**src/rtl/cache_geom_pkg.sv**
```systemverilog
`default_nettype none

package cache_geom_pkg;

  ////////////////////////////////////////
  // Widths
  ////////////////////////////////////////

  localparam int WORD_BITS = 32;
  localparam int BEAT_BITS = 128;
  localparam int BEATS_PER_LINE = 4;
  localparam int WORDS_PER_BEAT = BEAT_BITS / WORD_BITS;
  localparam int LINE_BITS = BEAT_BITS * BEATS_PER_LINE;

  // 8 lines of 64 bytes, direct mapped
  localparam int LINES = 8;
  localparam int INDEX_BITS = $clog2(LINES);

  localparam int WORD_ADDR_BITS = 30;
  localparam int BEAT_ADDR_BITS = WORD_ADDR_BITS - $clog2(WORDS_PER_BEAT);
  // Beat select and word select take 2 bits each
  localparam int TAG_BITS = WORD_ADDR_BITS - INDEX_BITS - 4;

  localparam int QUEUE_DEPTH = 4;

  ////////////////////////////////////////
  // Address fields
  ////////////////////////////////////////

  typedef logic [TAG_BITS-1:0] tag_t;
  typedef logic [INDEX_BITS-1:0] index_t;

  // Word address, msb first
  typedef struct packed {
    tag_t       tag;
    index_t     index;
    logic [1:0] beat_sel;
    logic [1:0] word_sel;
  } word_addr_t;

endpackage

`default_nettype wire

```
**src/rtl/req_queue.sv**
```systemverilog
`default_nettype none

module req_queue #(
  parameter type payload_t = logic
) (
  input  logic     clk,
  input  logic     reset,
  input  logic     in_valid,
  output logic     in_ready,
  input  payload_t in_data,
  output logic     out_valid,
  input  logic     out_ready,
  output payload_t out_data
);
  import cache_geom_pkg::*;

  localparam int PTR_BITS = $clog2(QUEUE_DEPTH);
  localparam int CNT_BITS = $clog2(QUEUE_DEPTH + 1);

  payload_t            slots [QUEUE_DEPTH];
  logic [PTR_BITS-1:0] wr_ptr;
  logic [PTR_BITS-1:0] rd_ptr;
  logic [CNT_BITS-1:0] count;
  logic [CNT_BITS-1:0] count_next;
  logic                push;
  logic                pop;

  function automatic logic [PTR_BITS-1:0] next_ptr(input logic [PTR_BITS-1:0] ptr);
    if (ptr == PTR_BITS'(QUEUE_DEPTH - 1))
      return '0;
    return ptr + 1'b1;
  endfunction

  assign push = in_valid && in_ready;
  assign pop = out_valid && out_ready;
  assign out_valid = (count != '0);
  assign out_data = slots[rd_ptr];

  always_comb begin
    count_next = count;
    if (push && !pop)
      count_next = count + 1'b1;
    else if (pop && !push)
      count_next = count - 1'b1;
  end

  // Ready is registered, low while full
  always_ff @(posedge clk) begin
    if (reset) begin
      wr_ptr   <= '0;
      rd_ptr   <= '0;
      count    <= '0;
      in_ready <= 1'b0;
    end else begin
      if (push)
        wr_ptr <= next_ptr(wr_ptr);
      if (pop)
        rd_ptr <= next_ptr(rd_ptr);
      count    <= count_next;
      in_ready <= (count_next != CNT_BITS'(QUEUE_DEPTH));
    end
  end

  always_ff @(posedge clk) begin
    if (push)
      slots[wr_ptr] <= in_data;
  end

endmodule

`default_nettype wire

```
**config.mk**
```make
export PLATFORM = sky130hd
export DESIGN_NAME = req_queue
export DESIGN_NICKNAME = d
export VERILOG_FILES = /design/src/rtl/cache_geom_pkg.sv /design/src/rtl/req_queue.sv
export SDC_FILE = /design/constraint.sdc
export NUM_CORES = 1
export LEC_CHECK = 0
export BUFFER_PORTS_ARGS = -buffer_cell sky130_fd_sc_hd__clkbuf_2
export CAP_MARGIN = 20
export CELL_PAD_IN_SITES_DETAIL_PLACEMENT = 2
export CELL_PAD_IN_SITES_GLOBAL_PLACEMENT = 2
export CORE_UTILIZATION = 38
export CTS_BUF_LIST = sky130_fd_sc_hd__clkbuf_16
export DETAILED_ROUTE_END_ITERATION = 8
export GPL_ROUTABILITY_DRIVEN = 0
export GPL_TIMING_DRIVEN = 1
export PLACE_DENSITY_LB_ADDON = 0.2
export RECOVER_POWER = 50
export SLEW_MARGIN = 10
export SYNTH_ARGS = -nofsm -noshare
export SYNTH_HDL_FRONTEND = slang
export SYNTH_SLANG_ARGS = --single-unit
export TNS_END_PERCENT = 100
```
**constraint.sdc**
```tcl
create_clock -name clk -period 2.28 [get_ports clk]
set_clock_uncertainty 0.05 [all_clocks]
set_input_delay 0.114 -clock clk [delete_from_list [all_inputs] [get_ports clk]]
set_output_delay 0.114 -clock clk [all_outputs]
set_load 0.005 [all_outputs]
```
==> impl_metrics.py, run 1 <==
metrics = {
    "worst_setup_path": {
        "r2r_start": "count[1]",
        "cp.arrival_ps": 1740,
        "worstSetupEndpointType": "flop",
        "timing.reg2reg.setup_slack_ps": 600,
        "crit_fanout": 5,
        "critPathLaunchType": "flop",
        "cp.required_ps": 2340,
        "worstReg2RegEnd": "in_ready",
        "ff2ff_path_depth": 7,
        "worstSetupPathType": "flop to flop",
    },
    "floorplan": {
        "die_w_um": 44.1,
        "start_util_pct": 42.8,
        "io-pin-count": 8,
        "core_um2": 1580,
        "die_h_um": 44.1,
        "dieArea_um2": 1950,
        "num_rows": 14,
    },
    "logic_synthesis": {
        "syn_area_um2": 674,
        "synthTopCellsByArea": "dfxtp_1, edfxtp_1, ha_1",
        "syn_nets": 75,
        "syn_inst": 62,
        "yosysSeqAreaShare_pct": 47.5,
        "ys_ff_latch": 14,
        "synth_top_area_share_pct": 29.7,
        "yosysTopAreaCell": "dfxtp_1",
        "ys_warn_count": 0,
        "syn_area_per_cell_um2": 10.9,
        "yosys.cell_types.count": 23,
    },
    "global_routing": {
        "grt_max_degree": 9,
        "first_global_vias": 516,
        "grt_pass1_wl_um": 2170,
        "gr-total-overflow": 0,
        "grt_antenna_before_repair": 0,
        "track_usage_pct": 16.4,
    },
    "routing": {
        "vias": 451,
        "wl_um": 1290,
        "drc": 0,
        "first_iter_violations": 0,
        "first_pass_iters": 1,
        "viasPerCell": 5.13,
        "wire_per_inst_um": 14.7,
        "antenna_left": 0,
    },
    "run": {
        "drv_cap": 0,
    },
    "clock_tree": {
        "clk-insertion-delay-late_ps": 240,
        "cts_tree": "built",
        "cts-hold-fix-buffers": 0,
        "cts-root-buf": "clkbuf_16",
        "post_cts_resized": 0,
        "cts_setup_buffers": 0,
        "clk_pin_slew_ps": 40,
        "clock-sinks": 14,
        "htreeDepth": 1,
        "cts-buffers-inserted": 3,
        "cts_buffer_depth": 2,
    },
    "sta": {
        "setup_viol_count_final": 0,
        "hold_viol": 0,
        "relSlewSlack_pct": 81.3,
        "min_period_ps": 1680,
        "maxSlewViolCount": 0,
        "worst_slack_ps": 595,
        "fin_worst_hold_slack_ps": 104,
        "fmax_ghz": 0.594,
        "rsz0062_at_grt": "no",
        "finalCritPeriodShare_pct": 73.9,
        "fin_setup_tns_ps": 0,
        "max_slew.worst_pin.slew_ps": 277,
    },
    "final_layout": {
        "diodes": 0,
        "n_fill_cell": 162,
        "drive_above_1_share_pct": 20.8,
        "area_growth_syn_to_layout_pct": 18.9,
        "nNetsFinal": 86,
    },
    "hold_path": {
        "min_to": "slots[3]",
        "min_path_type": "primary input to flop",
        "holdPathStages": 1,
        "worst_hold_startpoint": "in_data",
    },
    "power": {
        "p_per_area_nw_per_um2": 1370,
        "ir_worst_vdd_uv": 1000,
        "p_leak_nw": 0.359,
        "power_w": 0.00110,
    },
    "placed_design": {
        "place_ws_ps": 574,
        "io_buffers": 7,
        "hpwl_um": 998,
    },
    "status": {
        "status": "finished, final reports clean",
    },
}
==> synthesized netlist by cell type <==
cell type and number:
dfxtp_1 10, ha_1 8, inv_1 5, a21oi_1 4, and3_1 4, edfxtp_1 4, nand2_1 4, nor2_1 4
maj3_2 2, nand2_2 2, nor3_1 2, xnor2_1 2, a31oi_1 1, and2_4 1, and2b_1 1, buf_1 1
mux2i_1 1, mux4_2 1, nand2b_4 1, nand3_1 1, nand4_1 1, o21ai_0 1, xor2_1 1
==> worst max-delay path, cell delays in order (launching register included) <==
cell	delay, ps
dfxtp_1	380
inv_1	90
ha_1	220
nand2b_4	90
nand2_2	100
maj3_2	310
mux2i_1	200
a31oi_1	120
==> placed cells by master, fill, tap and decap left out <==
| cell type | count |
|---|---|
| dfxtp_1 | 10 |
| ha_1 | 8 |
| inv_1 | 5 |
| clkbuf_2 | 5 |
| and3_1 | 4 |
| a21oi_1 | 4 |
| nor2_1 | 4 |
| nand2_1 | 4 |
| edfxtp_1 | 4 |
| clkbuf_16 | 3 |
| nand2_2 | 2 |
| nor3_1 | 2 |
| maj3_2 | 2 |
| xnor2_1 | 2 |
| clkbuf_1 | 2 |
| mux4_2 | 1 |
| nand2b_4 | 1 |
| and2_4 | 1 |
| mux2i_1 | 1 |
| nand3_1 | 1 |
| nand4_1 | 1 |
| o21ai_0 | 1 |
| xor2_1 | 1 |
| a31oi_1 | 1 |
| and2b_1 | 1 |
| clkinv_1 | 1 |
==> worst max-delay path by stage <==
stage                         from        to  slack [ps]  cells after the start
after global placement    count[0]  in_ready         670                      7
after floorplan           count[1]  in_ready         770                      7
after detailed placement  count[1]  in_ready         570                      7
after CTS                 count[1]  in_ready         570                      7
final                     count[1]  in_ready         600                      7
after global routing      count[1]  in_ready         490                      7
==> final cells by class <==
class	count	area (um^2)	area share [%]
well taps	16	20.0	2.50
flip-flops and latches	14	320	39.9
clock buffers	3	75.1	9.36
inverters	5	18.8	2.34
repair buffers	7	32.5	4.06
clock inverters	1	3.75	0.468
multi-input cells	42	332	41.3
==> per-layer routing <==
metal	global-route usage (%)	share of wire, %
met1	16.6	43
met2	27.9	52
met3	7.35	3.6
met4	9.09	1.4
met5	0	0
==> through the flow <==
stage / util (%) / std cells / instance area, um^2
2_1_floorplan: - / 62 / 674
3_3_place_gp: 46.0 / 84 / 726
3_5_place_dp: 46.0 / 84 / 726
4_1_cts: 51.0 / 88 / 805
5_1_grt: 50.9 / 88 / 802
6_report: 50.9 / 88 / 802
==> power breakdown <==
part	internal (W)	switching (W)	leakage (nW)
combinational	0.000195	0.000210	0.202
sequential	0.000319	0.0000483	0.118
clock	0.000231	0.0000927	0.0385
total	0.000745	0.000351	0.359
==> cell families (layout without fill, tap and decap cells) <==
| logic type | Yosys count | after routing | share of synthesized area [%] |
|---|---|---|---|
| XOR/XNOR | 3 | 3 | 3.90 |
| AND/OR/NAND/NOR | 21 | 21 | 17.6 |
| AO/OA/AOI/OAI | 6 | 6 | 4.64 |
| adder cells (fa/ha/maj) | 10 | 10 | 18.2 |
| multiplexers | 2 | 2 | 4.82 |
| buffers and inverters | 6 | 16 | 3.34 |
| flip-flops | 14 | 14 | 47.5 |
Power figures use the tool's default switching activity.
==> run 2: changes to the inputs <==
Settings changed: CORE_UTILIZATION 38 to 31.
Clock period 2.28 ns to 1.4 ns, I/O delays scaled along.
==> impl_metrics.py, run 2 (synthesis results as in run 1) <==
metrics = {
    "final_layout": {
        "diodes": 0,
        "n_fill_cell": 223,
        "fin_area_um2": 925,
        "area_growth_syn_to_layout_pct": 37.1,
        "multi_input_area_um2": 355,
        "register_area_um2": 323,
        "post-route-util_pct": 46.2,
        "layout_commonest_cell": "buf_4",
        "drive_above_1_share_pct": 38.6,
        "nNetsFinal": 97,
        "mostFrequentLayoutCells": "buf_4, dfxtp_1, ha_1, clkbuf_2",
    },
    "placed_design": {
        "io_buffers": 7,
        "place_area_um2": 806,
        "place_ws_ps": -99.9,
        "hpwl_um": 1190,
    },
    "worst_setup_path": {
        "cp.required_ps": 1460,
        "critPathLaunchType": "flop",
        "worstSetupPathType": "flop to flop",
        "critPathMaxStageDelay_ps": 320,
        "cp.arrival_ps": 1600,
        "crit_fanout": 4,
        "critPathSlowestCell": "dfxtp_2",
        "path_cells": "inv_2 -> ha_4 -> nand2b_4 -> and2_4 -> maj3_2 -> mux2i_2 -> a31oi_1",
        "worstSetupEndpointType": "flop",
    },
    "floorplan": {
        "die_w_um": 48.6,
        "die_h_um": 48.6,
        "num_rows": 16,
        "core_um2": 2000,
        "io-pin-count": 8,
        "start_util_pct": 33.7,
        "dieArea_um2": 2370,
    },
    "status": {
        "status": "finished, violations left",
        "failed_checks": "setup timing",
    },
    "global_routing": {
        "gr-total-overflow": 0,
        "grt_antenna_before_repair": 0,
        "first_global_vias": 563,
        "grt_max_degree": 9,
        "track_usage_pct": 14.5,
        "grt_pass1_wl_um": 2550,
    },
    "routing": {
        "vias": 491,
        "antenna_left": 0,
        "wire_per_inst_um": 14.7,
        "drc": 0,
        "wl_um": 1620,
        "first_iter_violations": 0,
        "viasPerCell": 4.46,
        "first_pass_iters": 1,
    },
    "sta": {
        "min_period_ps": 1530,
        "setup_viol_count_final": 3,
        "max_slew.worst_pin.slew_ps": 250,
        "rsz0062_at_grt": "yes",
        "fin_worst_hold_slack_ps": 74.3,
        "fmax_ghz": 0.652,
        "maxSlewViolCount": 0,
        "hold_viol": 0,
        "worst_slack_ps": -134,
        "fin_setup_tns_ps": -323,
        "finalCritPeriodShare_pct": 110,
        "relSlewSlack_pct": 83.2,
    },
    "hold_path": {
        "min_path_type": "primary input to flop",
    },
    "clock_tree": {
        "clock-sinks": 14,
        "cts-root-buf": "clkbuf_16",
        "cts_tree": "built",
        "cts_buffer_depth": 2,
        "htreeDepth": 1,
        "clk_pin_slew_ps": 40,
        "clk-insertion-delay-late_ps": 230,
        "cts-buffers-inserted": 3,
    },
    "power": {
        "ir_worst_vdd_uv": 1340,
        "p_per_area_nw_per_um2": 2430,
        "p_leak_nw": 0.418,
    },
    "run": {
        "drv_cap": 0,
    },
}
## run 2: changes by cell type in the layout (fill, tap and decap cells not counted), sizes merged
cell / previous run / this run
buf: 0 / 9
clkbuf: 10 / 11
dlygate4sd3: 0 / 1
## run 2: path summary, 6_finish.rpt
kind	from	endpoint	slack, ps	depth (start not counted)
hold reg to reg	wr_ptr[1]	wr_ptr[1]	450	2
setup / recovery	count[1]	in_ready	-130	7
hold / removal	reset	wr_ptr[1]	70	2
setup reg to reg	count[1]	in_ready	-130	7
## run 2: final cells by class
class	instances	share of cell area [%]
tap	27	3.65
inverter	5	2.03
clock buffer	3	8.12
sequential	14	34.9
timing repair buffer	18	12.4
multi-input combinational	42	38.4
clock inverter	1	0.406
## run 2: repair_timing
item | CTS | global route
setup buffers | 1 | 2
setup endpoints to repair | 3 | 4
pin swaps | 2 | 2
hold endpoints to repair | 4 | 0
gates resized for setup | 1 | 3
hold buffers | 1 | 0
## run 2: per-layer routing
metal  track usage [%]  vias up  wire, um
li1                  -      253         -
met5                 0        -         0
met2              25.5        3       875
met4              5.88        0        12
met1              16.0      233       708
met3              4.72        2        22
## run 2: power by group
group / total [W] / internal (W) / leakage (nW) / switching, W
clock network: 0.000522 / 0.000376 / 0.0385 / 0.000146
logic: 0.00113 / 0.000622 / 0.260 / 0.000510
registers: 0.000597 / 0.000526 / 0.119 / 0.0000710
## run 2: critical path, delay by kind of cell (launching register included)
family	cells	cell delay (ps)
multiplexers	1	190
AND/OR/NAND/NOR	2	220
buffers and inverters	1	80
flip-flops	1	320
AO/OA/AOI/OAI	1	110
adder cells (fa/ha/maj)	2	460
## run 2: per-stage QoR
step | std cells | total power [W]
finish | 110 | 0.00225
global route | 110 | 0.00241
CTS | 108 | 0.00210
detailed placement | 102 | 0.00152
global placement | 102 | 0.00148
floorplan | 62 | 0.00114
